$ cat src/common/sa_pkg.sv
// shared types and default constants for the systolic matrix multiplier
// modules take defaults by scoped name and body items by wildcard import
`default_nettype none

package sa_pkg;

    // target matrix of a host operand write
    typedef enum logic {
        MAT_A = 1'b0,
        MAT_B = 1'b1
    } mat_sel_t;

    // default matrix dimension
    localparam int DEF_N = 3;

    // default element format, Q(WIDTH-FRAC).FRAC signed
    localparam int DEF_WIDTH = 16;
    localparam int DEF_FRAC = 8;

    // headroom bits above the full product width in the accumulate adder
    localparam int ACC_GUARD = 4;

endpackage

`default_nettype wire

$ cat src/common/feed_if.sv
// job-phase controls from the controller to feeder, array and drain
// one driver modport and one reader modport per datapath block
`timescale 1ns/100ps
`default_nettype none

interface feed_if #(
    parameter int N = sa_pkg::DEF_N
);

    // step spans 0 .. 3N-3
    localparam int STEP_W = $clog2(3*N-2);

    // one-cycle pulse, zeroes every accumulator
    logic acc_clr;
    // high while skewed operands are issued
    logic feed_en;
    // skew position, only meaningful with feed_en
    logic [STEP_W-1:0] step;
    // one-cycle pulse, results are stable here
    logic capture;

    modport ctrl (output acc_clr, output feed_en, output step, output capture);
    modport feeder (input feed_en, input step);
    modport array (input acc_clr);
    modport drain (input capture);

endinterface

`default_nettype wire

$ cat src/sa_ctrl.sv
// job sequencer: clear, feed, flush and capture after a start pulse
// start is only taken while idle, done pulses once per job
`timescale 1ns/100ps
`default_nettype none

module sa_ctrl #(
    parameter int N = sa_pkg::DEF_N
) (
    input  logic clk,
    input  logic rst_n,
    input  logic start,
    output logic busy,
    output logic done,
    feed_if.ctrl fif
);

    localparam int STEP_W = $clog2(3*N-2);
    // last feed step, 3N-2 feed cycles in total
    localparam logic [STEP_W-1:0] LAST_STEP = STEP_W'(3*N-3);
    // two flush cycles let the far corner PE settle
    localparam logic [STEP_W-1:0] LAST_FLUSH = STEP_W'(1);

    localparam logic [2:0] ST_IDLE = 3'd0;
    localparam logic [2:0] ST_CLEAR = 3'd1;
    localparam logic [2:0] ST_FEED = 3'd2;
    localparam logic [2:0] ST_FLUSH = 3'd3;
    localparam logic [2:0] ST_CAPTURE = 3'd4;

    logic [2:0] state;
    // shared between feed steps and flush count
    logic [STEP_W-1:0] cnt;

    always_ff @(posedge clk) begin
        if (!rst_n) begin
            state <= ST_IDLE;
            cnt <= '0;
            done <= 1'b0;
        end else begin
            done <= 1'b0;
            case (state)
                ST_IDLE: begin
                    if (start) begin
                        state <= ST_CLEAR;
                    end
                end
                ST_CLEAR: begin
                    state <= ST_FEED;
                    cnt <= '0;
                end
                ST_FEED: begin
                    if (cnt == LAST_STEP) begin
                        state <= ST_FLUSH;
                        cnt <= '0;
                    end else begin
                        cnt <= cnt + 1'b1;
                    end
                end
                ST_FLUSH: begin
                    if (cnt == LAST_FLUSH) begin
                        state <= ST_CAPTURE;
                        cnt <= '0;
                    end else begin
                        cnt <= cnt + 1'b1;
                    end
                end
                ST_CAPTURE: begin
                    // done lines up with busy falling
                    state <= ST_IDLE;
                    done <= 1'b1;
                end
                default: begin
                    state <= ST_IDLE;
                end
            endcase
        end
    end

    // phase decodes straight off the state register
    assign busy = (state != ST_IDLE);
    assign fif.acc_clr = (state == ST_CLEAR);
    assign fif.feed_en = (state == ST_FEED);
    assign fif.capture = (state == ST_CAPTURE);
    assign fif.step = cnt;

endmodule

`default_nettype wire

$ cat src/flat_wrapper.sv
// flat-port wrapper written by rule: the top's interface ports become plain ports
module sa_ctrl_flat 
#(
    parameter int N = sa_pkg::DEF_N
)
  (clk, rst_n, start, busy, done, fif_acc_clr, fif_feed_en, fif_step, fif_capture);
  feed_if #(.N(N)) fif_i ();
  input  logic clk;
  input  logic rst_n;
  input  logic start;
  output logic busy;
  output logic done;
  output wire logic [$bits(fif_i.acc_clr)-1:0] fif_acc_clr;
  output wire logic [$bits(fif_i.feed_en)-1:0] fif_feed_en;
  output wire logic [$bits(fif_i.step)-1:0] fif_step;
  output wire logic [$bits(fif_i.capture)-1:0] fif_capture;
  assign fif_acc_clr = fif_i.acc_clr;
  assign fif_feed_en = fif_i.feed_en;
  assign fif_step = fif_i.step;
  assign fif_capture = fif_i.capture;
  sa_ctrl #(.N(N)) u_core (.clk(clk), .rst_n(rst_n), .start(start), .busy(busy), .done(done), .fif(fif_i));
endmodule
$ cat config.mk
export PLATFORM = sky130hd
export DESIGN_NAME = sa_ctrl_flat
export DESIGN_NICKNAME = d
export VERILOG_FILES = /design/src/common/sa_pkg.sv /design/src/common/feed_if.sv /design/src/sa_ctrl.sv /design/src/flat_wrapper.sv
export SDC_FILE = /design/constraint.sdc
export NUM_CORES = 1
export LEC_CHECK = 0
export ABC_AREA = 1
export BUFFER_PORTS_ARGS = -buffer_cell sky130_fd_sc_hd__buf_2
export CORE_AREA = 5 5 42 44
export CTS_CLUSTER_DIAMETER = 100
export CTS_CLUSTER_SIZE = 40
export DETAILED_ROUTE_END_ITERATION = 7
export DIE_AREA = 0 0 47 49
export PLACE_DENSITY = 0.64
export SETUP_SLACK_MARGIN = 0.5
export SLEW_MARGIN = 15
export SYNTH_ARGS = -nofsm -noshare
export SYNTH_HDL_FRONTEND = slang
export SYNTH_SLANG_ARGS = --single-unit
$ cat constraint.sdc
create_clock -name clk -period 1.2 [get_ports clk]
set_clock_uncertainty 0.15 [all_clocks]
set_input_delay 0.18 -clock clk [delete_from_list [all_inputs] [get_ports clk]]
set_output_delay 0.18 -clock clk [all_outputs]
set_load 0.02 [all_outputs]
==> results.py <==
metrics = {
    "status": {
        "status": "finished, violations left",
        "violations": "setup timing",
    },
    "layout": {
        "utilization": 0.506,
        "final_cell_mix": "14 x nand2_1, 8 x nand3_1, 8 x buf_6, 8 x buf_4, 7 x inv_1",
        "drive_gt1_frac": 0.560,
        "multi_input_area_um2": 285,
        "diodes": 0,
        "synthToLayoutAreaGrowth_pct": 64.8,
        "regArea_um2": 164,
        "layout_commonest_cell": "nand2_1",
        "fin_cells": 100,
        "n_fill_cell": 136,
        "final_area_um2": 709,
        "fin_nets": 88,
    },
    "synthesis": {
        "synth_area_leader_cell": "dfxtp_1",
        "ys_seq_area_frac": 0.326,
        "synth_area_leaders": "dfxtp_1 33%, nand2_1 13%, nand3_1 10%, inv_1 9.6%, nor2_4 5.2%",
        "yosysTopAreaCellShare": 0.326,
        "syn-cell-area_um2": 430,
        "post_synth.cell_area_avg_um2": 6.94,
        "ys_ff_latch": 7,
        "ys.warnings.count": 0,
        "synth_cell_types": 17,
        "synth_nets": 65,
        "synthCells": 62,
    },
    "cts": {
        "clk_pin_slew_ns": 0.05,
        "clkLatencyLatePin_ns": 0.26,
        "root_buffer": "clkbuf_4",
        "htreeDepth": 1,
        "cts.sinks": 7,
        "cts_made_buffers": 3,
        "cts_buffer_depth": 2,
        "cts_tree": "built",
    },
    "power": {
        "switching_share": 0.452,
        "power_frac_comb": 0.593,
        "power.switching_uw": 745,
        "total_leakage_power_nw": 0.319,
        "power.density_mw_per_mm2": 2320,
        "max-vdd-ir-drop_uv": 1290,
        "power_mw": 1.65,
        "seqPwrFrac": 0.273,
        "p_int_uw": 904,
        "clock_power_share": 0.134,
    },
    "global_route": {
        "globalRouteMet3Util": 0.0480,
        "met2_usage": 0.192,
        "grt_max_degree": 8,
        "busiest_layer": "met2",
        "grt_pass1_vias": 482,
        "overflow": 0,
        "grt_usage": 0.123,
        "grt_use_met1": 0.135,
        "grt_antenna_before_repair": 0,
        "grt_pass1_wl_um": 2030,
    },
    "detailed_routing": {
        "vias": 481,
        "drt_iter0_drc": 6,
        "ant_nets": 0,
        "drt_wl_total_um": 1180,
        "wl_per_cell_um": 11.8,
        "firstDrtPassIters": 2,
        "drc": 0,
        "viasPerCell": 4.81,
    },
    "floorplan": {
        "fp.dieW_um": 47,
        "io_pins": 11,
        "start_util": 0.307,
        "die_area_mm2": 0.00230,
        "coreArea_mm2": 0.00140,
        "rows": 14,
        "die_h_um": 49,
    },
    "sta": {
        "min_period_ns": 1.33,
        "setup_viol": 8,
        "layout_setup_ws_ns": -0.128,
        "final-max-slew-violation-count": 0,
        "max_freq_ghz": 0.753,
        "relSlewSlack": 0.763,
        "fin_tns_setup_ns": -0.660,
        "rsz0062_at_grt": "true",
        "holdWs_ns": 0.0430,
        "period_share": 1.11,
        "hold_viol_final": 0,
        "worst_pin_slew_ns": 0.352,
    },
    "place": {
        "numPlacedInstances": 88,
        "placed_area_um2": 520,
        "gp_congestion": 0.741,
        "dp.final_hpwl_um": 718,
        "place_ws_ns": -0.00740,
        "port-buffer-count": 10,
    },
    "worst_setup_path": {
        "end_kind": "output pin",
        "start_kind": "register",
        "critPathKind": "register to output pin",
        "crit_fanout": 7,
        "required_ns": 0.87,
        "worstPathArrival_ns": 1.00,
    },
    "worst_hold_path": {
        "hp-class": "input port to register",
    },
    "run": {
        "cap_viol_max_count": 0,
    },
}
area by class of cell:
class | instances | share of cell area
multi-input combinational | 44 | 0.402
sequential | 7 | 0.231
timing repair buffer | 18 | 0.226
inverter | 11 | 0.0758
clock buffer | 4 | 0.0370
tap | 16 | 0.0282
logic make-up after synthesis:
group                  share of synthesized area
AO/OA/AOI/OAI                             0.0668
buffers and inverters                     0.0959
flip-flops                                 0.326
AND/OR/NAND/NOR                            0.512
power by group through the flow:
stage               Sequential [mW]  Clock (mW)  Combinational, mW
global placement              0.401           0              0.637
floorplan                     0.420           0              0.467
CTS                           0.425       0.227              0.940
detailed placement            0.399           0              0.643
finish                        0.450       0.221              0.977
global route                  0.461       0.244               1.07
what timing repair did:
action                                  in CTS  in global routing
resized for setup                           30                  4
hold buffers                                 0                  0
buffers inserted                             7                  1
endpoints found under the setup margin      15                 15
gates cloned                                 0                  0
pin swaps                                    4                  0
cell usage after synthesis (all sizes together):
master  instances
a21oi           2
dfxtp           7
inv            11
nand2          19
nand3          10
nand3b          1
nor2            6
nor3            2
nor4            1
o21ai           3
routing by layer:
layer  part of all wire  wire length (um)  vias to the layer above
met5                  0                 0                        -
met3              0.053                62                        4
met2               0.52               609                       13
li1                   -                 -                      241
met1               0.40               477                      223
met4              0.025                30                        0
registers in the layout, indices dropped and copies added (netlist names):
| register | cells |
|---|---|
| u_core.fif.step | 3 |
| u_core.done | 1 |
| u_core.state | 3 |
final timing paths:
check | depth (start not counted) | startpoint | endpoint | slack, ns
min reg2reg | 1 | u_core.state[1]$_SDFFE_PN0P_ | u_core.done$_SDFF_PN0_ | 0.37
min | 3 | rst_n | u_core.fif.step[2]$_SDFFE_PN0P_ | 0.04
max reg2reg | 8 | u_core.state[0]$_SDFFE_PN0P_ | u_core.state[1]$_SDFFE_PN0P_ | -0.10
max | 2 | u_core.state[0]$_SDFFE_PN0P_ | fif_capture | -0.13
critical path, stage by stage (launching register included):
cell	delay, ns
dfxtp_4	0.39
nor3_4	0.21
buf_6	0.14
(Power assumes the default switching activity.)
