## src/common/sa_pkg.sv

```systemverilog
// shared types and default constants for the systolic matrix multiplier
// modules take defaults by scoped name and body items by wildcard import
`default_nettype none

package sa_pkg;

    // target matrix of a host operand write
    typedef enum logic {
        MAT_A = 1'b0,
        MAT_B = 1'b1
    } mat_sel_t;

    // default matrix dimension
    localparam int DEF_N = 3;

    // default element format, Q(WIDTH-FRAC).FRAC signed
    localparam int DEF_WIDTH = 16;
    localparam int DEF_FRAC = 8;

    // headroom bits above the full product width in the accumulate adder
    localparam int ACC_GUARD = 4;

endpackage

`default_nettype wire

```

## src/common/feed_if.sv

```systemverilog
// job-phase controls from the controller to feeder, array and drain
// one driver modport and one reader modport per datapath block
`timescale 1ns/100ps
`default_nettype none

interface feed_if #(
    parameter int N = sa_pkg::DEF_N
);

    // step spans 0 .. 3N-3
    localparam int STEP_W = $clog2(3*N-2);

    // one-cycle pulse, zeroes every accumulator
    logic acc_clr;
    // high while skewed operands are issued
    logic feed_en;
    // skew position, only meaningful with feed_en
    logic [STEP_W-1:0] step;
    // one-cycle pulse, results are stable here
    logic capture;

    modport ctrl (output acc_clr, output feed_en, output step, output capture);
    modport feeder (input feed_en, input step);
    modport array (input acc_clr);
    modport drain (input capture);

endinterface

`default_nettype wire

```

## src/result_drain.sv

```systemverilog
// holding bank for the product matrix, loaded on capture
// lets the next job clear the PEs while the host still reads results
`timescale 1ns/100ps
`default_nettype none

module result_drain #(
    parameter int N = sa_pkg::DEF_N,
    parameter int WIDTH = sa_pkg::DEF_WIDTH
) (
    input  logic clk,
    input  logic rst_n,
    input  logic [N-1:0][N-1:0][WIDTH-1:0] results,
    input  logic [$clog2(N)-1:0] rd_row,
    input  logic [$clog2(N)-1:0] rd_col,
    feed_if.drain fif,
    output logic [WIDTH-1:0] rd_data
);

    logic [N-1:0][N-1:0][WIDTH-1:0] bank;

    // zeros after reset so early reads are defined
    always_ff @(posedge clk) begin
        if (!rst_n) begin
            bank <= '0;
        end else if (fif.capture) begin
            bank <= results;
        end
    end

    // read mux, addresses past N-1 read as zero
    always_comb begin
        rd_data = '0;
        if ((int'(rd_row) < N) && (int'(rd_col) < N)) begin
            rd_data = bank[rd_row][rd_col];
        end
    end

endmodule

`default_nettype wire

```

## src/flat_wrapper.sv

```systemverilog
// flat-port wrapper written by rule: the top's interface ports become plain ports
module result_drain_flat 
#(
    parameter int N = sa_pkg::DEF_N,
    parameter int WIDTH = sa_pkg::DEF_WIDTH
)
  (clk, rst_n, results, rd_row, rd_col, rd_data, fif_capture);
  feed_if #(.N(N)) fif_i ();
  input  logic clk;
  input  logic rst_n;
  input  logic [N-1:0][N-1:0][WIDTH-1:0] results;
  input  logic [$clog2(N)-1:0] rd_row;
  input  logic [$clog2(N)-1:0] rd_col;
  output logic [WIDTH-1:0] rd_data;
  input wire logic [$bits(fif_i.capture)-1:0] fif_capture;
  assign fif_i.capture = fif_capture;
  result_drain #(.N(N), .WIDTH(WIDTH)) u_core (.clk(clk), .rst_n(rst_n), .results(results), .rd_row(rd_row), .rd_col(rd_col), .fif(fif_i), .rd_data(rd_data));
endmodule
```

## config.mk

```make
export PLATFORM = sky130hd
export DESIGN_NAME = result_drain_flat
export DESIGN_NICKNAME = d
export VERILOG_FILES = /design/src/common/sa_pkg.sv /design/src/common/feed_if.sv /design/src/result_drain.sv /design/src/flat_wrapper.sv
export SDC_FILE = /design/constraint.sdc
export NUM_CORES = 1
export LEC_CHECK = 0
export ABC_CLOCK_PERIOD_IN_PS = 2400
export BUFFER_PORTS_ARGS = -buffer_cell sky130_fd_sc_hd__buf_2
export CAP_MARGIN = 10
export CORE_MARGIN = 1.5
export CORE_UTILIZATION = 53
export CTS_CLUSTER_SIZE = 16
export DETAILED_ROUTE_END_ITERATION = 8
export PLACE_DENSITY = 0.79
export SLEW_MARGIN = 20
export SYNTH_ARGS = -nofsm -noshare
export SYNTH_HDL_FRONTEND = slang
export SYNTH_SLANG_ARGS = --single-unit
```

## constraint.sdc

```tcl
create_clock -name clk -period 2.4 [get_ports clk]
set_input_delay 0.6 -clock clk [delete_from_list [all_inputs] [get_ports clk]]
set_output_delay 0.6 -clock clk [all_outputs]
set_load 0.005 [all_outputs]
```

==> results.json, run 1 <==
{
  "max_freq_ghz": 0.412,
  "top_layer": "met4",
  "leakagePower_nw": 3.94,
  "wl_met1_um": 8540,
  "num_rows": 40,
  "p_per_area_nw_per_um2": 715,
  "status": "finished with violations",
  "die_w_um": 114,
  "dp_hpwl_um": 14300,
  "dr_wl_met2_um": 9140,
  "p_total_w": 0.00619,
  "core-area_um2": 12100,
  "cts_sinks": 144,
  "antenna_cells": 0,
  "grt_max_degree": 145,
  "clkLatencyLatePin_ns": 0.42,
  "ctsHtreeMaxLevel": 4,
  "numPortBuffers": 166,
  "finalCriticalPeriod_ns": 2.43,
  "grt_setup_unrepaired": "true",
  "ioPinCount": 167,
  "clock_skew_ns": 0,
  "hold_depth": 3,
  "crit_path_max_incr_delay_ns": 0.29,
  "crit_buf_inv": 3,
  "cts.path.max_buffers": 2,
  "numCtsBuffers": 17,
  "cpMostUsedCell": "buf_8",
  "drtAntennaViolNets": 0,
  "slew_viol_final": 0,
  "r2r_cells": 2,
  "synth_seq_cells": 144,
  "regMostFlops": "u_core.bank",
  "hold_class": "in2reg",
  "wl_met3_um": 1520,
  "via_count": 5671,
  "syn_avg_cell_area_um2": 9.89,
  "cts.clk_slew.worst_paths_ns": 0.05,
  "drive_above_1_share_pct": 31.4,
  "async_reset_ff_share_pct": 0,
  "path_cells": "buf_8 -> or2_4 -> buf_8 -> a211oi_2 -> a21oi_1 -> o211a_1 -> buf_2",
  "synth_nets": 817,
  "cp_data_arrival_time_ns": 1.83,
  "yosysTopAreaCell": "dfxtp_1",
  "fin_crit_sh_pct": 101,
  "slew_headroom_pct": 69.8,
  "synthMostInstantiatedCell": "mux2i_1",
  "grt_pass1_vias": 5665,
  "initial_utilization_pct": 54.6,
  "criticalPathCategory": "in2out",
  "cts_root_buffer": "clkbuf_16",
  "antenna_found_initial": 0,
  "die_area_um2": 13100,
  "hold_viol": 0,
  "crit_family": "compound AO/OA/AOI/OAI gates",
  "reg_top3": "u_core.bank (144)",
  "wl_per_cell_um": 19.6,
  "grt_pass1_wl_um": 30200,
  "stdcell_area_um2": 8650,
  "violations": "setup timing",
  "synth_edf_count": 0,
  "endpoint_kind": "primary output",
  "worstSetupStartpointType": "input port",
  "synth_cells": 666,
  "critPathRequiredTime_ns": 1.80,
  "viasPerCell": 5.58,
  "max_cap_viol_count": 0,
  "placedInstanceArea_um2": 7790,
  "worst_slew_pin_slew_ns": 0.453,
  "synth_cell_types": 22,
  "fin_nets": 990,
  "ys_seq_area_share_pct": 43.8,
  "synth_common_cells": "mux2i_1 (154), nor2b_1 (150), dfxtp_1 (144)",
  "cp.depth": 7,
  "vdd_drop_max_v": 0.000567,
  "ys.flop_type": "dfxtp_1",
  "drt_wl_total_um": 19900,
  "nFillCells": 892,
  "worstPathMaxFanout": 7,
  "cts_tree": "built",
  "yosys_warnings": 0,
  "die_y_um": 114,
  "slowest_stage": "or2_4",
  "netlist.area_leader.share_pct": 43.8,
  "gp_congestion": 0.911,
  "synth_top_cells_by_area": "dfxtp_1 (44%), mux2i_1 (23%), nor2b_1 (14%)",
  "largest_reg_flops": 144,
  "synthToLayoutAreaGrowth_pct": 31.2,
  "drtIter0Drc": 408,
  "dr.pass1.iters": 6,
  "drc": 0,
  "grt.total_usage_pct": 30.7,
  "synth.cell_area_um2": 6590,
  "overflow": 0,
  "fin_ws_ns": -0.0280,
  "setup_viol": 1
}
## per-layer routing
| layer | up-vias | GRT usage [%] |
|---|---|---|
| li1 | 2682 | - |
| met1 | 2683 | 39.6 |
| met2 | 265 | 48.9 |
| met3 | 41 | 6.99 |
| met4 | 0 | 14.6 |
| met5 | - | 0 |
## placed cells by master, fill, tap and decap left out, drive strengths merged, types with 2 or more instances in the layout
| cell | Yosys | layout |
|---|---|---|
| a211oi | 6 | 6 |
| a21oi | 6 | 6 |
| a22oi | 10 | 10 |
| and4 | 10 | 10 |
| buf | 30 | 208 |
| bufinv | 0 | 3 |
| clkbuf | 26 | 24 |
| clkinv | 0 | 2 |
| clkinvlp | 0 | 3 |
| dfxtp | 144 | 144 |
| inv | 4 | 3 |
| mux2i | 154 | 154 |
| nand2 | 11 | 11 |
| nor2 | 12 | 12 |
| nor2b | 150 | 150 |
| nor3 | 10 | 10 |
| o211a | 6 | 6 |
| o21ai | 48 | 48 |
| o22ai | 38 | 38 |
## report_power, final
part / switching (W) / internal, W
registers: 0.000104 / 0.00254
logic: 0.000435 / 0.000465
clock network: 0.000949 / 0.00170
## worst min-delay path, cell delays in order
cell	delay, ns
buf_2	0.07
mux2i_1	0.05
nor2b_1	0.09
## cell families (layout without fill, tap and decap cells)
group,Yosys count,in the layout,share of synthesized area (%)
simple gates,194,194,17.8
mux,154,154,23.4
flops,144,144,43.8
compound gates,114,114,10.7
buf+inv,60,243,4.33
## repair_timing
action                                  in CTS  in global routing
hold buffers                                 0                  0
pin swaps                                   14                  5
endpoints found under the setup margin      14                 14
gates resized for setup                     30                 19
cloned                                       1                  2
setup buffers                                3                  0
## path summary, 6_finish.rpt
kind                     end       startpoint  slack [ns]
max               rd_data[2]        rd_row[0]       -0.03
min          u_core.bank[42]      results[42]        0.43
max reg2reg  u_core.bank[17]  u_core.bank[17]        1.63
min reg2reg   u_core.bank[7]   u_core.bank[7]        0.51
## metrics by stage
step / setup WS (ns) / instances / util (%) / hold slack (ns) / TNS [ns]
5_1_grt: -0.0506 / 1017 / 71.7 / 0.432 / -0.207
3_5_place_dp: -0.173 / 982 / 64.6 / 0.505 / -1.58
2_1_floorplan: 0.194 / 666 / - / 0.474 / 0
4_1_cts: -0.00505 / 1015 / 70.9 / 0.428 / -0.00505
6_report: -0.0280 / 1017 / 71.7 / 0.432 / -0.0280
3_3_place_gp: -0.156 / 982 / 64.6 / 0.493 / -1.10
## cell type report
cell class	count	area [µm²]	area share [%]
Inverter	4	26.3	0.304
Sequential cell	144	2880	33.3
Timing Repair inverter	1	5.00	0.0579
Multi-Input combinational cell	462	3550	41.0
Clock buffer	23	478	5.53
Tap cell	168	210	2.43
Clock inverter	6	108	1.24
Timing Repair Buffer	209	1390	16.0
(Power assumes the default switching activity.)
==> inputs of run 2 (changes only) <==
--- a/config.mk
+++ b/config.mk
@@ -8,11 +8,13 @@
 export ABC_CLOCK_PERIOD_IN_PS = 2400
 export BUFFER_PORTS_ARGS = -buffer_cell sky130_fd_sc_hd__buf_2
 export CAP_MARGIN = 10
+export CELL_PAD_IN_SITES_DETAIL_PLACEMENT = 1
+export CELL_PAD_IN_SITES_GLOBAL_PLACEMENT = 1
 export CORE_MARGIN = 1.5
-export CORE_UTILIZATION = 53
+export CORE_UTILIZATION = 40
 export CTS_CLUSTER_SIZE = 16
 export DETAILED_ROUTE_END_ITERATION = 8
-export PLACE_DENSITY = 0.79
+export PLACE_DENSITY = 0.78
 export SLEW_MARGIN = 20
 export SYNTH_ARGS = -nofsm -noshare
 export SYNTH_HDL_FRONTEND = slang
==> run 2 against run 1 <==
Net effect:
- the flow now finishes without violations
- sequential power about the same
- via count fell by 0.76%
- combinational power is 2.8% higher
- die area rose by 32%
- design area up 0.36%
- final cell count grew 5.4%
- hold slack worse by 0.0045 ns
- critical endpoint is now rd_data[1]
==> results.json, run 2 (synthesis gave the netlist of run 1 again) <==
{
  "cts.clk_slew.worst_paths_ns": 0.06,
  "endpoint_kind": "primary output",
  "gp_congestion": 0.999,
  "regMostFlops": "u_core.bank",
  "slowest_stage": "or2_4",
  "worstSetupStartpointType": "input port",
  "leakagePower_nw": 3.94,
  "crit_family": "compound AO/OA/AOI/OAI gates",
  "worst_slew_pin_slew_ns": 0.645,
  "hold_class": "in2reg",
  "antenna_cells": 0,
  "slew_headroom_pct": 57.0,
  "largest_reg_flops": 144,
  "cts_setup_buffers": 0,
  "synthToLayoutAreaGrowth_pct": 31.7,
  "worstPathMaxFanout": 5,
  "core-area_um2": 16000,
  "crit_buf_inv": 3,
  "grt_pass1_wl_um": 33600,
  "clock_skew_ns": 0,
  "reg_top3": "u_core.bank (144)",
  "slew_viol_final": 0,
  "grt_pass1_vias": 6038,
  "ioPinCount": 167,
  "wl_per_cell_um": 20.8,
  "clkLatencyLatePin_ns": 0.43,
  "nFillCells": 1825,
  "fin_crit_sh_pct": 99.3,
  "drc": 0,
  "die_area_um2": 17300,
  "fin_nets": 995,
  "criticalPathCategory": "in2out",
  "cts_hold_buf": 0,
  "numPortBuffers": 166,
  "hold_viol": 0,
  "cts_root_buffer": "clkbuf_16",
  "die_y_um": 131,
  "dp.cells": 1037,
  "cts.path.max_buffers": 2,
  "via_count": 5628,
  "die_w_um": 131,
  "path_cells": "buf_8 -> or2_4 -> a211oi_2 -> buf_4 -> a21oi_2 -> o211a_1 -> buf_2",
  "drtIter0Drc": 315,
  "max_cap_viol_count": 0,
  "viasPerCell": 5.25,
  "max_freq_ghz": 0.419,
  "grt.total_usage_pct": 25.7,
  "numCtsBuffers": 17,
  "dp_hpwl_um": 16300,
  "post-route-util_pct": 54.2,
  "cp_data_arrival_time_ns": 1.78,
  "critPathRequiredTime_ns": 1.80,
  "crit_path_max_incr_delay_ns": 0.28,
  "setup_viol": 0,
  "overflow": 0,
  "final_cell_mix": "buf_2 (163), mux2i_1 (153), nor2b_1 (150)",
  "status": "finished, final reports clean",
  "ctsHtreeMaxLevel": 4,
  "drt_wl_total_um": 22300,
  "vdd_drop_max_v": 0.000559,
  "initial_utilization_pct": 41.2,
  "grt_max_degree": 145,
  "dr.pass1.iters": 4,
  "drive_above_1_share_pct": 31.8,
  "p_per_area_nw_per_um2": 723,
  "antenna_found_initial": 0,
  "num_rows": 46,
  "cts_sinks": 144,
  "drtAntennaViolNets": 0,
  "final_cells": 1072,
  "grt_setup_unrepaired": "true",
  "mostFrequentLayoutCell": "buf_2",
  "cts_tree": "built",
  "finalCriticalPeriod_ns": 2.38
}
==> run 2: cell types whose count changed in the layout (fill, tap and decap cells not counted), moves of 5 or more <==
| cell | change |
|---|---|
| a22oi_2 | -6 |
| buf_4 | +11 |
| a22oi_1 | +6 |
| clkinvlp_4 | +5 |
| o21ai_0 | -5 |
==> run 2: area by class of cell <==
type                            count  area [µm²]  share of cell area, %
Clock inverter                     13         164                   1.89
Inverter                            4        26.3                  0.303
Sequential cell                   144        2880                   33.2
Timing Repair inverter              1        7.51                 0.0865
Timing Repair Buffer              214        1370                   15.8
Multi-Input combinational cell    462        3520                   40.5
Tap cell                          216         270                   3.11
Clock buffer                       18         439                   5.06
==> run 2: worst paths after layout <==
check	from	endpoint	slack, ns	depth (start not counted)
max	rd_row[1]	rd_data[1]	0.02	7
min	results[81]	u_core.bank[81]	0.43	3
max reg2reg	u_core.bank[136]	u_core.bank[136]	1.69	2
min reg2reg	u_core.bank[8]	u_core.bank[8]	0.52	2
==> run 2: repair_timing <==
| action | in CTS | in global routing |
|---|---|---|
| cloned | 0 | 4 |
| setup endpoints to repair | 16 | 13 |
| pin swaps | 7 | 7 |
| gates resized for setup | 22 | 20 |
==> run 2: tightest hold or removal path: stages <==
cell and delay [ns]:
buf_2 0.07, mux2i_1 0.06, nor2b_1 0.09
==> run 2: layer usage <==
layer	part of all wire, %	GRT usage, %
met5	0	0
met3	6.0	6.52
met2	45	39.8
met4	3.6	12.0
met1	45	33.6
==> run 2: power by group <==
group / leakage (nW) / internal, W / switching, W
Combinational: 2.47 / 0.000463 / 0.000462
Sequential: 1.19 / 0.00254 / 0.0000989
Clock: 0.280 / 0.00165 / 0.00106
==> run 2: stage by stage <==
| stage | hold WS [ns] | TNS (ns) | setup slack (ns) | area (µm²) | power [W] |
|---|---|---|---|---|---|
| after CTS | 0.421 | -0.00144 | -0.00144 | 8530 | 0.00625 |
| final | 0.428 | 0 | 0.0161 | 8680 | 0.00627 |
| after global routing | 0.421 | -0.0846 | -0.0343 | 8680 | 0.00649 |
| after global placement | 0.495 | -1.64 | -0.156 | 7850 | 0.00351 |
| after floorplan | 0.474 | 0 | 0.194 | 6590 | 0.00313 |
| after detailed placement | 0.510 | -2.32 | -0.207 | 7850 | 0.00355 |
==> inputs of run 3 (changes only) <==
--- a/config.mk
+++ b/config.mk
@@ -6,15 +6,15 @@
 export NUM_CORES = 1
 export LEC_CHECK = 0
 export ABC_CLOCK_PERIOD_IN_PS = 2400
-export BUFFER_PORTS_ARGS = -buffer_cell sky130_fd_sc_hd__buf_2
 export CAP_MARGIN = 10
 export CELL_PAD_IN_SITES_DETAIL_PLACEMENT = 1
 export CELL_PAD_IN_SITES_GLOBAL_PLACEMENT = 1
 export CORE_MARGIN = 1.5
-export CORE_UTILIZATION = 40
+export CORE_UTILIZATION = 30
 export CTS_CLUSTER_SIZE = 16
 export DETAILED_ROUTE_END_ITERATION = 8
-export PLACE_DENSITY = 0.78
+export DONT_BUFFER_PORTS = 1
+export PLACE_DENSITY = 0.53
 export SLEW_MARGIN = 20
 export SYNTH_ARGS = -nofsm -noshare
 export SYNTH_HDL_FRONTEND = slang
==> run 3 against run 2 <==
Net effect:
- design area decreased by 15%
- largest power group unchanged
- routed wire length decreased by 1.9%
- largest cell class unchanged
- sequential share of layout area increased by 5.7 points
==> results.json, run 3 (synthesis gave the netlist of run 1 again) <==
{
  "worstPathMaxFanout": 29,
  "slowest_stage": "or2_1",
  "cts_tree": "built",
  "leakagePower_nw": 3.02,
  "die_area_um2": 22900,
  "nFillCells": 2398,
  "rrSetupSlack_ns": 1.70,
  "max_freq_ghz": 0.423,
  "crit_buf_inv": 1,
  "synthToLayoutAreaGrowth_pct": 12.5,
  "core-area_um2": 21700,
  "ctsHtreeMaxLevel": 4,
  "cts.clk_slew.worst_paths_ns": 0.06,
  "crit_path_max_incr_delay_ns": 0.30,
  "regMostFlops": "u_core.bank",
  "setup_tns_ns": 0,
  "cts_sinks": 144,
  "grt_setup_unrepaired": "false",
  "r2r_cells": 2,
  "finalCriticalPeriod_ns": 2.36,
  "die_y_um": 151,
  "viasPerCell": 5.02,
  "numCtsBuffers": 17,
  "pwr-share-seq_pct": 44.5,
  "cts_root_buffer": "clkbuf_16",
  "setup_viol": 0,
  "slew_headroom_pct": 60.3,
  "cp_data_arrival_time_ns": 1.76,
  "criticalPathCategory": "in2out",
  "dp.cells": 900,
  "critPathRequiredTime_ns": 1.80,
  "critical_path.startpoint": "rd_row[1]",
  "mostFrequentLayoutCell": "mux2i_1",
  "grt.total_usage_pct": 19.5,
  "cts.path.max_buffers": 2,
  "stdcell_area_um2": 7410,
  "placedInstanceArea_um2": 6760,
  "numPortBuffers": 0,
  "clock_skew_ns": 0,
  "path_cells": "or2_1 -> buf_6 -> a211oi_4 -> a21oi_1 -> o211a_1",
  "hold_class": "in2reg",
  "status": "finished, final reports clean",
  "overflow": 0,
  "dp_hpwl_um": 16400,
  "p_int_w": 0.00456,
  "via_count": 4682,
  "hold_path_end": "u_core.bank[15]",
  "drt_wl_total_um": 21900,
  "max_cap_viol_count": 0,
  "num_rows": 54,
  "hold_start": "rst_n",
  "drive_above_1_share_pct": 7.06,
  "drtAntennaViolNets": 0,
  "timing.rr.start": "u_core.bank[59]",
  "grt_pass1_wl_um": 32000,
  "dr_wl_met2_um": 9950,
  "final_cells": 932,
  "clockPowerShare_pct": 46.9,
  "power_switching_w": 0.00141,
  "ioPinCount": 167,
  "hold_viol": 0,
  "gp_congestion": 0.885,
  "final_cell_mix": "mux2i_1 (154), nor2b_1 (150), dfxtp_1 (144)",
  "vdd_drop_max_v": 0.000402,
  "wl_met3_um": 1320,
  "antenna_found_initial": 0,
  "post-route-util_pct": 34.2,
  "endpoint_kind": "primary output",
  "reg_top3": "u_core.bank (144)",
  "fin_ws_ns": 0.0382,
  "dr.pass1.iters": 4,
  "cts_setup_buffers": 0,
  "p_sw_share_pct": 23.6,
  "fin_crit_sh_pct": 98.4,
  "power_frac_comb_pct": 8.5,
  "wl_met1_um": 10100,
  "cts_hold_buf": 0,
  "wl_per_cell_um": 23.5,
  "hold_depth": 1,
  "initial_utilization_pct": 30.4,
  "fin_nets": 790,
  "worst_slew_pin_slew_ns": 0.593,
  "worstSetupStartpointType": "input port",
  "drc": 0,
  "grt_pass1_vias": 4950,
  "antenna_cells": 0,
  "p_per_area_nw_per_um2": 805,
  "grt_max_degree": 145,
  "slew_viol_final": 0,
  "drtIter0Drc": 228,
  "clkLatencyLatePin_ns": 0.42,
  "dp_slack_ns": -0.0352,
  "crit-reg2reg-capture": "u_core.bank[59]",
  "die_w_um": 151,
  "crit_family": "compound AO/OA/AOI/OAI gates",
  "top_layer": "met4",
  "largest_reg_flops": 144
}
[run 3: repair_timing]
item                                    4_1_cts  5_1_grt
pin swaps                                     0        2
endpoints found under the setup margin        2        6
gates resized for setup                       2        4
[run 3: cell type report]
cell class | instances | area, µm² | area share (%)
multi-input combinational | 462 | 3450 | 46.6
inverter | 4 | 15.0 | 0.203
timing repair buffer | 10 | 95.1 | 1.28
clock buffer | 19 | 433 | 5.84
tap | 280 | 350 | 4.73
sequential | 144 | 2880 | 38.9
clock inverter | 13 | 185 | 2.50
[run 3: metal layers]
metal / global-route usage, % / vias to the layer above
li1: - / 2279
met1: 25.7 / 2239
met2: 30.1 / 137
met3: 5.87 / 27
met4: 6.80 / 0
met5: 0 / -
[run 3: metrics by stage]
| stage | power (W) | hold slack, ns |
|---|---|---|
| floorplan | 0.00313 | 0.474 |
| global placement | 0.00319 | 0.494 |
| detailed placement | 0.00321 | 0.508 |
| CTS | 0.00605 | 0.288 |
| global route | 0.00622 | 0.294 |
| finish | 0.00597 | 0.313 |
[run 3: power by group through the flow]
stage	logic, W	clock network [W]	registers [W]
final	0.000509	0.00280	0.00266
after global routing	0.000564	0.00299	0.00267
after CTS	0.000510	0.00289	0.00265
after floorplan	0.000497	0	0.00264
after detailed placement	0.000505	0	0.00270
after global placement	0.000485	0	0.00271
[run 3: worst max path at each step]
stage / end / slack (ns) / cells past startpoint
after floorplan: rd_data[10] / 0.19 / 7
after global placement: rd_data[5] / -0.03 / 5
after detailed placement: rd_data[8] / -0.04 / 5
after CTS: rd_data[3] / 0.008 / 5
after global routing: rd_data[3] / 0.003 / 5
final: rd_data[5] / 0.04 / 5
