File: src/common/sa_pkg.sv
// shared types and default constants for the systolic matrix multiplier
// modules take defaults by scoped name and body items by wildcard import
`default_nettype none

package sa_pkg;

    // target matrix of a host operand write
    typedef enum logic {
        MAT_A = 1'b0,
        MAT_B = 1'b1
    } mat_sel_t;

    // default matrix dimension
    localparam int DEF_N = 3;

    // default element format, Q(WIDTH-FRAC).FRAC signed
    localparam int DEF_WIDTH = 16;
    localparam int DEF_FRAC = 8;

    // headroom bits above the full product width in the accumulate adder
    localparam int ACC_GUARD = 4;

endpackage

`default_nettype wire

File: src/common/feed_if.sv
// job-phase controls from the controller to feeder, array and drain
// one driver modport and one reader modport per datapath block
`timescale 1ns/100ps
`default_nettype none

interface feed_if #(
    parameter int N = sa_pkg::DEF_N
);

    // step spans 0 .. 3N-3
    localparam int STEP_W = $clog2(3*N-2);

    // one-cycle pulse, zeroes every accumulator
    logic acc_clr;
    // high while skewed operands are issued
    logic feed_en;
    // skew position, only meaningful with feed_en
    logic [STEP_W-1:0] step;
    // one-cycle pulse, results are stable here
    logic capture;

    modport ctrl (output acc_clr, output feed_en, output step, output capture);
    modport feeder (input feed_en, input step);
    modport array (input acc_clr);
    modport drain (input capture);

endinterface

`default_nettype wire

File: src/operand_feeder.sv
// operand store for A and B, written element by element by the host
// issues skewed row and column vectors into the array, one step per cycle
`timescale 1ns/100ps
`default_nettype none

module operand_feeder #(
    parameter int N = sa_pkg::DEF_N,
    parameter int WIDTH = sa_pkg::DEF_WIDTH
) (
    input  logic clk,
    input  logic rst_n,
    input  logic wr_en,
    input  sa_pkg::mat_sel_t wr_sel,
    input  logic [$clog2(N)-1:0] wr_row,
    input  logic [$clog2(N)-1:0] wr_col,
    input  logic [WIDTH-1:0] wr_data,
    feed_if.feeder fif,
    output logic [N-1:0][WIDTH-1:0] west_data,
    output logic [N-1:0][WIDTH-1:0] north_data
);

    import sa_pkg::*;

    // operand register files, row-major
    logic [WIDTH-1:0] mat_a [N][N];
    logic [WIDTH-1:0] mat_b [N][N];

    logic [N-1:0][WIDTH-1:0] west_nxt;
    logic [N-1:0][WIDTH-1:0] north_nxt;

    // host writes, no reset on the storage
    always_ff @(posedge clk) begin
        if (wr_en) begin
            if (wr_sel == MAT_A) begin
                mat_a[wr_row][wr_col] <= wr_data;
            end else begin
                mat_b[wr_row][wr_col] <= wr_data;
            end
        end
    end

    // diagonal pick: row i gets A[i][s-i], column j gets B[s-j][j]
    always_comb begin
        int k;
        west_nxt = '0;
        north_nxt = '0;
        for (int i = 0; i < N; i++) begin
            k = int'(fif.step) - i;
            // zero outside the band or when not feeding
            if (fif.feed_en && (k >= 0) && (k < N)) begin
                west_nxt[i] = mat_a[i][k];
                north_nxt[i] = mat_b[k][i];
            end
        end
    end

    // one register from step to the array edge
    always_ff @(posedge clk) begin
        if (!rst_n) begin
            west_data <= '0;
            north_data <= '0;
        end else begin
            west_data <= west_nxt;
            north_data <= north_nxt;
        end
    end

endmodule

`default_nettype wire

File: src/flat_wrapper.sv
// flat-port wrapper written by rule: the top's interface ports become plain ports
module operand_feeder_flat import sa_pkg::*;
#(
    parameter int N = sa_pkg::DEF_N,
    parameter int WIDTH = sa_pkg::DEF_WIDTH
)
  (clk, rst_n, wr_en, wr_sel, wr_row, wr_col, wr_data, west_data, north_data, fif_feed_en, fif_step);
  feed_if #(.N(N)) fif_i ();
  input  logic clk;
  input  logic rst_n;
  input  logic wr_en;
  input  sa_pkg::mat_sel_t wr_sel;
  input  logic [$clog2(N)-1:0] wr_row;
  input  logic [$clog2(N)-1:0] wr_col;
  input  logic [WIDTH-1:0] wr_data;
  output logic [N-1:0][WIDTH-1:0] west_data;
  output logic [N-1:0][WIDTH-1:0] north_data;
  input wire logic [$bits(fif_i.feed_en)-1:0] fif_feed_en;
  input wire logic [$bits(fif_i.step)-1:0] fif_step;
  assign fif_i.feed_en = fif_feed_en;
  assign fif_i.step = fif_step;
  operand_feeder #(.N(N), .WIDTH(WIDTH)) u_core (.clk(clk), .rst_n(rst_n), .wr_en(wr_en), .wr_sel(wr_sel), .wr_row(wr_row), .wr_col(wr_col), .wr_data(wr_data), .fif(fif_i), .west_data(west_data), .north_data(north_data));
endmodule
File: config.mk
export PLATFORM = sky130hd
export DESIGN_NAME = operand_feeder_flat
export DESIGN_NICKNAME = d
export VERILOG_FILES = /design/src/common/sa_pkg.sv /design/src/common/feed_if.sv /design/src/operand_feeder.sv /design/src/flat_wrapper.sv
export SDC_FILE = /design/constraint.sdc
export NUM_CORES = 1
export LEC_CHECK = 0
export BUFFER_PORTS_ARGS = -buffer_cell sky130_fd_sc_hd__buf_4
export CORE_UTILIZATION = 46
export DETAILED_ROUTE_END_ITERATION = 10
export HOLD_SLACK_MARGIN = 0.03
export PLACE_DENSITY_LB_ADDON = 0.05
export SYNTH_ARGS = -nofsm -noshare
export SYNTH_HDL_FRONTEND = slang
export SYNTH_SLANG_ARGS = --single-unit
File: constraint.sdc
create_clock -name clk -period 1.9 [get_ports clk]
set_input_delay 0.095 -clock clk [delete_from_list [all_inputs] [get_ports clk]]
set_output_delay 0.095 -clock clk [all_outputs]
set_load 0.02 [all_outputs]
==> results of run 1 <==
power by group:
part	total [mW]	leakage [nW]	internal, mW	switching [mW]
Sequential	9.16	3.37	9.13	0.0324
Combinational	0.853	1.87	0.317	0.536
Clock	7.83	0.655	4.82	3.01
worst max-delay path by stage:
| stage | to | slack [ps] | cells past startpoint |
|---|---|---|---|
| global route | u_core.west_data[28]$_SDFF_PN0_ | 220 | 6 |
| detailed placement | u_core.west_data[25]$_SDFF_PN0_ | -120 | 6 |
| CTS | u_core.west_data[25]$_SDFF_PN0_ | 410 | 6 |
| floorplan | u_core.west_data[25]$_SDFF_PN0_ | 200 | 7 |
| finish | u_core.west_data[19]$_SDFF_PN0_ | 380 | 6 |
| global placement | u_core.west_data[25]$_SDFF_PN0_ | -60 | 6 |
layer usage:
layer	vias to the layer above	part of all wire, %
met3	56	4.8
li1	3285	-
met5	-	0
met4	0	3.1
met2	194	47
met1	3415	45
layout make-up:
class	instances	area share (%)
flip-flops and latches	384	64.7
multi-input cells	364	15.7
repair buffers	171	8.41
clock buffers	57	7.14
well taps	384	2.94
clock inverters	14	1.09
inverters	3	0.0689
diodes	1	0.0153
cell usage after synthesis:
library cell | number | area (µm²)
buf_4 | 5 | 37.5
a2111o_1 | 1 | 11.3
mux2_2 | 64 | 721
buf_6 | 3 | 33.8
clkbuf_1 | 16 | 60.1
a21oi_1 | 32 | 160
inv_2 | 1 | 3.75
buf_1 | 4 | 15.0
a22oi_1 | 32 | 240
dfxtp_1 | 96 | 1920
inv_1 | 2 | 7.51
or4b_1 | 1 | 10.0
or2_2 | 1 | 6.26
xor2_1 | 1 | 8.76
nand3_1 | 3 | 15.0
a211oi_2 | 28 | 350
nand2b_1 | 2 | 12.5
nor2b_1 | 5 | 31.3
nand2_1 | 68 | 255
ha_1 | 5 | 62.6
nor2_1 | 84 | 315
edfxtp_1 | 288 | 8650
buf_2 | 14 | 70.1
a211oi_1 | 4 | 30.0
a211o_1 | 1 | 8.76
mux2i_1 | 32 | 320
through the flow:
| step | setup slack (ps) | hold WS [ps] | utilization [%] | cell area, µm² |
|---|---|---|---|---|
| 2_1_floorplan | 195 | 194 | - | 13400 |
| 3_3_place_gp | -60.2 | 472 | 51.8 | 14800 |
| 3_5_place_dp | -115 | 487 | 51.8 | 14800 |
| 4_1_cts | 405 | 141 | 57.1 | 16300 |
| 5_1_grt | 217 | 173 | 57.1 | 16300 |
| 6_report | 377 | 156 | 57.1 | 16300 |
kinds of logic after synthesis:
kind of cell	share of synthesized area, %
and+or+nand+nor	4.83
adders and majority gates	0.468
xor gates and xnor gates	0.0656
buffers and inverters	1.70
DFF	79.1
AOI/OAI and AO/OA	6.00
muxes	7.79
worst reg2reg max path, stage by stage (launching register included):
cell	delay [ps]
edfxtp_1	370
mux2_2	270
a22oi_1	160
nor2_1	80
state kept, by name, indices dropped and copies added, names as in the netlist:
register / count
u_core.mat_b: 144
u_core.mat_a: 144
u_core.west_data: 48
u_core.north_data: 48
placed cells by master, fill, tap and decap left out, types with 2 or more instances in the layout:
cell             n
nand2_1         68
nand2b_1         2
nand3_1          3
clkbuf_8         6
clkinv_2         4
clkinvlp_4       2
clkbuf_1         9
buf_4          151
nor2_1          84
dlygate4sd3_1   16
dfxtp_1         96
clkinv_1         3
mux2_2          64
mux2i_1         32
edfxtp_1       288
clkbuf_16       42
a211oi_2        28
ha_1             4
bufinv_16        4
inv_1            2
a21oi_1         32
nor2b_1          5
a211oi_1         4
a22oi_1         32
buf_12           4
timing repair:
action | in CTS | in global routing
setup buffers | 0 | 0
hold buffers | 16 | 0
hold endpoints to repair | 288 | 0
==> summary.md, run 1 <==
| Metric | Value |
|---|---|
| CTS Buf Count | 39 |
| R2R depth | 3 |
| Crit. End Element | flip-flop |
| Vias per std cell | 5.04 |
| Final ANT Viol Nets | 0 |
| MaxCap Viol Count | 0 |
| Critical path class | in2reg |
| # fillers | 2221 |
| Met3 usage | 3.30% |
| Syn nets | 826 |
| Worst path bufs/invs | 2 |
| Final Power | 17.8 mW |
| Synthesized instance count | 793 |
| Clk buf depth | 3 |
| Drt drc | 0 |
| Outcome | completed |
| # IOs | 124 |
| Slowest library cell on the worst path | nor2b_1 |
| Hold Path Stages | 4 |
| IO buf count | 123 |
| Top Usage Layer GRT | met2 |
| Met1 Track Usage GR | 26.1% |
| Worst Skew | 9.98 ps |
| CTS tree | yes |
| FP Rows | 62 |
| Detailed Route WL | 27700 µm |
| Sink Count | 384 |
| Reg-to-Reg End | u_core.west_data[40]$_SDFF_PN0_ |
| GP Congestion | 0.753 |
| Worst VDD drop | 0.622 mV |
| # nets final | 996 |
| Min Tclk post-route | 1520 ps |
| Post-synthesis sequential area ratio | 79.1% |
| Hold Startpoint | fif_step[2] |
| Post-cts sizing count | 0 |
| Slew headroom | 16.3% |
| Final Hold Viols | 0 |
| Syn_area_per_cell | 16.8 µm² |
| Ys Warns | 0 |
| HPWL after DPL | 15200 µm |
| Reg2reg setup slack | 910 ps |
| Die area | 0.0297 mm² |
| Initial antenna violation count | 0 |
| Initial Util | 46.7% |
| Power Dens Cells | 1090 mW/mm² |
| DR iter-0 viols | 464 |
| First-pass GRT wire length | 41000 µm |
| Gr usage total | 19.2% |
| WP data required | 2350 ps |
| Total congestion overflow | 0 |
| CP delay by family, top | simple AND/OR/NAND/NOR gates |
| Clk slew on worst S/H paths | 60 ps |
| Clk root buf | clkbuf_16 |
| FF-to-FF Start | u_core.mat_a[2][40]$_DFFE_PP_ |
| Vias | 6950 |
| GRT met2 Usage | 30.9% |
| Total core area | 0.0286 mm² |
| CP startpoint kind | input port |
| Pin count of the biggest net entering global routing | 67 |
| Fmax | 657 MHz |
| Drt first pass iters | 4 |
| Die Wd | 172 µm |
| Vias in the first global route | 6888 |
| Die Y | 172 µm |
| CP max stage delay | 970 ps |
| Synth-to-layout area growth | 22.4% |
| Wire per inst | 20.1 µm |
| Hold EP | u_core.west_data[8]$_SDFF_PN0_ |
| Fin cells | 1378 |
| RSZ-0062 raised after global routing | no |
| Crit path DAT | 1970 ps |
| Final period utilization | 80.1% |
| Synth Register Bits | 384 |
| Register Area | 0.0106 mm² |
| Final setup fails | 0 |
| Leakage power | 5.89 nW |
| Fin. max-slew vios | 0 |
| Crit path from | fif_step[1] |
| Skew-Pair Late Insertion Delay | 520 ps |
| Worst-Margin Slew | 1250 ps |
| Crit-path max FO | 16 |
| Hold/Removal Path Class | in2reg |
| Htree depth | 2 |
| Total negative slack | 0 ps |
| Footprint of the multi-input gates | 0.00256 mm² |
| Crit-path cells | buf_4 -> inv_1 -> ha_2 -> nor2b_1 -> a22oi_1 -> nor2_1 |
| Post-Syn Area | 0.0134 mm² |
| # placed instances | 1290 |
| Synth unique cells | 26 |
| Share of post-route cells with drive strength above 1 | 31.1% |
Power figures use the tool's default switching activity.
==> inputs of run 2 (changes only) <==
- clock period: 1.9 -> 1.45 ns (I/O delays scaled with it)
==> summary.md, run 2 (synthesized netlist as in run 1, its figures left out) <==
| Metric | Value |
|---|---|
| Clk buf depth | 3 |
| First-pass GRT wire length | 42700 µm |
| Reg2reg setup slack | 410 ps |
| Commonest non-fill, non-tap cell in the layout | edfxtp_1 |
| FF-to-FF Start | u_core.mat_a[2][17]$_DFFE_PP_ |
| MaxCap Viol Count | 0 |
| Clk root buf | clkbuf_16 |
| Worst Skew | 15.6 ps |
| CP startpoint kind | input port |
| Detailed Route WL | 28400 µm |
| Drt drc | 0 |
| P_int | 19.1 mW |
| Comb pwr share | 5.1% |
| Sw Pwr | 4.70 mW |
| Share of post-route cells with drive strength above 1 | 32.8% |
| Outcome | completed |
| Largest registers | u_core.mat_a (144), u_core.mat_b (144) |
| Vias | 7113 |
| CTS Buf Count | 39 |
| Leading cell types in the layout, fill and taps excluded | edfxtp_1, buf_4, dfxtp_1, nor2_1, nand2_1 |
| Wire per inst | 20.3 µm |
| GP Congestion | 0.755 |
| FP Rows | 62 |
| Hold Startpoint | fif_step[1] |
| R2R depth | 3 |
| Die Y | 172 µm |
| Sink Count | 384 |
| Vias per std cell | 5.08 |
| Hold Path Stages | 4 |
| Power Dens Cells | 1410 mW/mm² |
| Final period utilization | 78.1% |
| Worst VDD drop | 0.800 mV |
| WP data required | 1900 ps |
| Skew-Pair Late Insertion Delay | 520 ps |
| Hold/Removal Path Class | in2reg |
| Initial antenna violation count | 0 |
| Pin count of the biggest net entering global routing | 50 |
| Crit path DAT | 1580 ps |
| Crit. End Element | flip-flop |
| CP max stage delay | 500 ps |
| Initial Util | 46.7% |
| Switching share of total power | 19.7% |
| Slowest library cell on the worst path | or4b_1 |
| Total congestion overflow | 0 |
| HPWL after DPL | 16400 µm |
| Final ANT Viol Nets | 0 |
| Fmax | 883 MHz |
| Critical path class | in2reg |
| Vias in the first global route | 7241 |
| Fin. max-slew vios | 0 |
| Clock power share | 44.4% |
| Htree depth | 2 |
| Die area | 0.0297 mm² |
| Min Tclk post-route | 1130 ps |
| Final Hold Viols | 0 |
| IO buf count | 123 |
| Most used cell, CP | buf_4 |
| Worst-Margin Slew | 498 ps |
| Pre-CTS WS | -199 ps |
| Synth-to-layout area growth | 26.1% |
| # nets final | 1016 |
| Gr usage total | 19.9% |
| Reg-to-Reg End | u_core.west_data[33]$_SDFF_PN0_ |
| Hold EP | u_core.north_data[3]$_SDFF_PN0_ |
| # IOs | 124 |
| DR iter-0 viols | 440 |
| Crit-path max FO | 18 |
| Flop pwr share | 50.5% |
| Final setup fails | 0 |
| CTS tree | yes |
| Drt first pass iters | 5 |
| Slew headroom | 66.8% |
| RSZ-0062 raised after global routing | no |
| Setup ws final | 317 ps |
| Crit-path cells | buf_4 -> inv_1 -> ha_1 -> or4b_1 -> buf_12 -> buf_4 -> nor2_1 |
| Clk slew on worst S/H paths | 60 ps |
| Hold WS | 54.0 ps |
| Die Wd | 172 µm |
| # fillers | 2214 |
| Total core area | 0.0286 mm² |
| Leakage power | 6.09 nW |
| Postcts setup bufs | 0 |
[run 2: changes by cell type in the layout (fill, tap and decap cells not counted), sizes merged]
cell and delta:
buf +18, clkinv +1, bufinv +2, diode +2
inv -1, clkinvlp -2, dlygate4sd3 +2
[run 2: repair_timing]
item,4_1_cts,5_1_grt
gates resized for setup,0,0
hold buffers,18,0
hold endpoints to repair,290,0
[run 2: stage by stage]
step / power, mW / std cells / setup TNS, ps / util [%] / instance area (µm²)
floorplan: 12.8 / 793 / -14920 / - / 13400
global placement: 13.4 / 1308 / -4520 / 53.3 / 15300
detailed placement: 13.4 / 1308 / -5820 / 53.3 / 15300
CTS: 24.0 / 1397 / 0 / 58.8 / 16800
global route: 24.5 / 1397 / 0 / 58.8 / 16800
finish: 23.8 / 1400 / 0 / 58.8 / 16800
[run 2: layout make-up]
| class | instances | area, µm² | area share [%] |
|---|---|---|---|
| antenna | 3 | 7.51 | 0.0446 |
| multi-input combinational | 364 | 2570 | 15.3 |
| sequential | 384 | 10600 | 62.8 |
| timing repair buffer | 191 | 1820 | 10.8 |
| inverter | 3 | 11.3 | 0.0669 |
| clock buffer | 57 | 1170 | 6.93 |
| clock inverter | 14 | 218 | 1.29 |
| tap | 384 | 480 | 2.85 |
[run 2: layer usage]
layer | global-route usage [%] | up-vias | wire length, µm
met5 | 0 | - | 0
met4 | 5.46 | 0 | 455
met3 | 3.25 | 30 | 1350
met2 | 32.3 | 161 | 13700
met1 | 27.8 | 3601 | 12900
li1 | - | 3321 | -
[run 2: worst max-delay path: cells and delay by family]
family | cells | cell delay [ps]
simple gates | 2 | 620
buf+inv | 4 | 580
fa+ha+maj | 1 | 300
[run 2: how the worst max path moves through the flow]
stage / to / cells after the start / from / slack [ps]
global placement: u_core.west_data[41]$_SDFF_PN0_ / 7 / fif_step[1] / -170
finish: u_core.west_data[39]$_SDFF_PN0_ / 7 / fif_step[1] / 320
floorplan: u_core.mat_b[0][16]$_DFFE_PP_ / 3 / wr_row[0] / -160
global route: u_core.west_data[39]$_SDFF_PN0_ / 7 / fif_step[1] / 240
detailed placement: u_core.west_data[39]$_SDFF_PN0_ / 7 / fif_step[1] / -200
CTS: north_data[42] / 1 / u_core.north_data[42]$_SDFF_PN0_ / 300
[run 2: power groups by stage]
stage          logic [mW]  registers (mW)  clock network, mW
6_report             1.22            12.0               10.6
5_1_grt              1.32            12.0               11.2
4_1_cts              1.24            12.0               10.8
3_5_place_dp         1.19            12.2                  0
3_3_place_gp         1.17            12.2                  0
2_1_floorplan       0.533            12.3                  0
==> inputs of run 3 (changes only) <==
- clock period: 1.45 -> 0.95 ns (I/O delays scaled with it)
==> summary.md, run 3 (synthesized netlist as in run 1, its figures left out) <==
| Metric | Value |
|---|---|
| Worst VDD drop | 1.73 mV |
| Sink Count | 384 |
| Crit path DAT | 1500 ps |
| Register Area | 0.0107 mm² |
| Drt drc | 0 |
| Power Dens Cells | 2010 mW/mm² |
| # fillers | 2037 |
| Largest registers | u_core.mat_a (144), u_core.mat_b (144) |
| GP Congestion | 0.729 |
| Leakage power | 6.38 nW |
| Final period utilization | 113% |
| Die Wd | 172 µm |
| Failing checks | negative setup slack |
| Skew-Pair Late Insertion Delay | 520 ps |
| Final Hold Viols | 0 |
| WP data required | 1380 ps |
| Clk root buf | clkbuf_16 |
| Min Tclk post-route | 1070 ps |
| Share of post-route cells with drive strength above 1 | 50.5% |
| Hold/Removal Path Class | in2reg |
| Switching share of total power | 20.4% |
| Reg-to-Reg End | u_core.west_data[41]$_SDFF_PN0_ |
| # IOs | 124 |
| Reg2reg setup slack | -30 ps |
| Vias | 7169 |
| First-pass GRT wire length | 43200 µm |
| Initial Util | 46.7% |
| Detailed Route WL | 29600 µm |
| Slew headroom | 72.0% |
| Crit-path cells | buf_8 -> clkinvlp_4 -> ha_1 -> or4b_4 -> clkbuf_16 -> a211oi_2 |
| Wire per inst | 21.0 µm |
| Crit. End Element | flip-flop |
| Gr usage total | 20.3% |
| Final setup fails | 160 |
| FP Rows | 62 |
| Crit-path max FO | 8 |
| Clock power share | 42.9% |
| FF-to-FF Start | u_core.mat_a[2][25]$_DFFE_PP_ |
| CTS Buf Count | 39 |
| MaxCap Viol Count | 0 |
| Outcome | finished with violations |
| Clk buf depth | 3 |
| Drt first pass iters | 4 |
| DR iter-0 viols | 462 |
| CP max stage delay | 580 ps |
| Initial antenna violation count | 0 |
| Htree depth | 2 |
| Total congestion overflow | 0 |
| Total negative slack | -9190 ps |
| Footprint of the multi-input gates | 0.00306 mm² |
| R2R depth | 3 |
| Hold Path Stages | 4 |
| P_int | 28.8 mW |
| Leading cell types in the layout, fill and taps excluded | edfxtp_1, buf_6, dfxtp_2, nand2_1, mux2_2 |
| Worst-Margin Slew | 420 ps |
| Hold Startpoint | fif_step[0] |
| CP startpoint kind | input port |
| CP endpoint | u_core.north_data[35]$_SDFF_PN0_ |
| Clk slew on worst S/H paths | 60 ps |
| Die Y | 172 µm |
| Pin count of the biggest net entering global routing | 67 |
| Crit path from | fif_step[1] |
| Vias per std cell | 5.09 |
| Final ANT Viol Nets | 0 |
| HPWL after DPL | 15900 µm |
| Flop pwr share | 50.8% |
| Fmax | 932 MHz |
| IO buf count | 123 |
| Critical path class | in2reg |
| CTS tree | yes |
| Slowest library cell on the worst path | or4b_4 |
| RSZ-0062 raised after global routing | yes |
| Worst Skew | 9.87 ps |
| Commonest non-fill, non-tap cell in the layout | edfxtp_1 |
| # nets final | 1025 |
| Comb pwr share | 6.4% |
| Total core area | 0.0286 mm² |
| Sw Pwr | 7.37 mW |
| Hold WS | 112 ps |
| Synth-to-layout area growth | 34.8% |
| Die area | 0.0297 mm² |
| Setup ws final | -123 ps |
| Vias in the first global route | 7251 |
| Fin. max-slew vios | 0 |
run 3: changes by cell type in the layout (fill, tap and decap cells not counted), moves of 25 or more:
| cell | previous run | this run |
|---|---|---|
| dfxtp_2 | 0 | 95 |
| buf_6 | 0 | 101 |
| a22oi_2 | 0 | 25 |
| buf_4 | 146 | 46 |
| dfxtp_1 | 96 | 0 |
| a22oi_1 | 32 | 7 |
| nor2_1 | 81 | 46 |
run 3: area by class of cell:
type / count / area share [%]
inverters: 3 / 0.0834
repair buffers: 200 / 13.4
multi-input cells: 364 / 17.0
diodes: 2 / 0.0278
clock buffers: 61 / 6.67
flip-flops and latches: 384 / 59.4
well taps: 384 / 2.67
clock inverters: 10 / 0.723
run 3: worst min path at each step:
stage                                       to  slack (ps)
3_3_place_gp      u_core.mat_b[2][2]$_DFFE_PP_         450
3_5_place_dp                     north_data[6]         460
6_report       u_core.west_data[25]$_SDFF_PN0_         110
5_1_grt        u_core.west_data[27]$_SDFF_PN0_         130
2_1_floorplan     u_core.mat_a[0][0]$_DFFE_PP_         150
4_1_cts        u_core.west_data[25]$_SDFF_PN0_          70
run 3: stage by stage:
step,cells,utilization (%),total power [mW],area [µm²],setup slack (ps)
after global routing,1406,62.9,37.3,18000,-158
after floorplan,793,-,19.7,13700,-480
after CTS,1400,62.1,36.3,17800,-126
after global placement,1304,54.0,20.5,15500,-643
final,1408,62.9,36.2,18000,-123
after detailed placement,1304,54.0,20.6,15500,-679
run 3: repair_timing:
| item | CTS | global route |
|---|---|---|
| hold buffers | 17 | 0 |
| setup buffers | 4 | 3 |
| pin swaps | 6 | 5 |
| gates resized for setup | 243 | 27 |
| cloned | 4 | 3 |
| setup endpoints to repair | 151 | 163 |
| hold endpoints to repair | 291 | 0 |
run 3: layer usage:
layer | vias up | wire length (µm) | GRT usage, %
li1 | 3351 | - | -
met1 | 3616 | 13500 | 28.2
met2 | 158 | 14300 | 33.0
met3 | 44 | 1180 | 3.46
met4 | 0 | 631 | 5.96
met5 | - | 0 | 0
run 3: critical path: cells and delay by family:
family                     cells  cell delay [ps]
and+or+nand+nor                1              580
AOI/OAI and AO/OA              1              140
adders and majority gates      1              280
buffers and inverters          3              430
run 3: power by group through the flow:
stage	logic, mW	clock network, mW	registers (mW)
finish	2.31	15.5	18.4
global route	2.47	16.4	18.4
CTS	2.17	15.8	18.4
detailed placement	1.88	0	18.7
global placement	1.84	0	18.7
floorplan	0.899	0	18.8
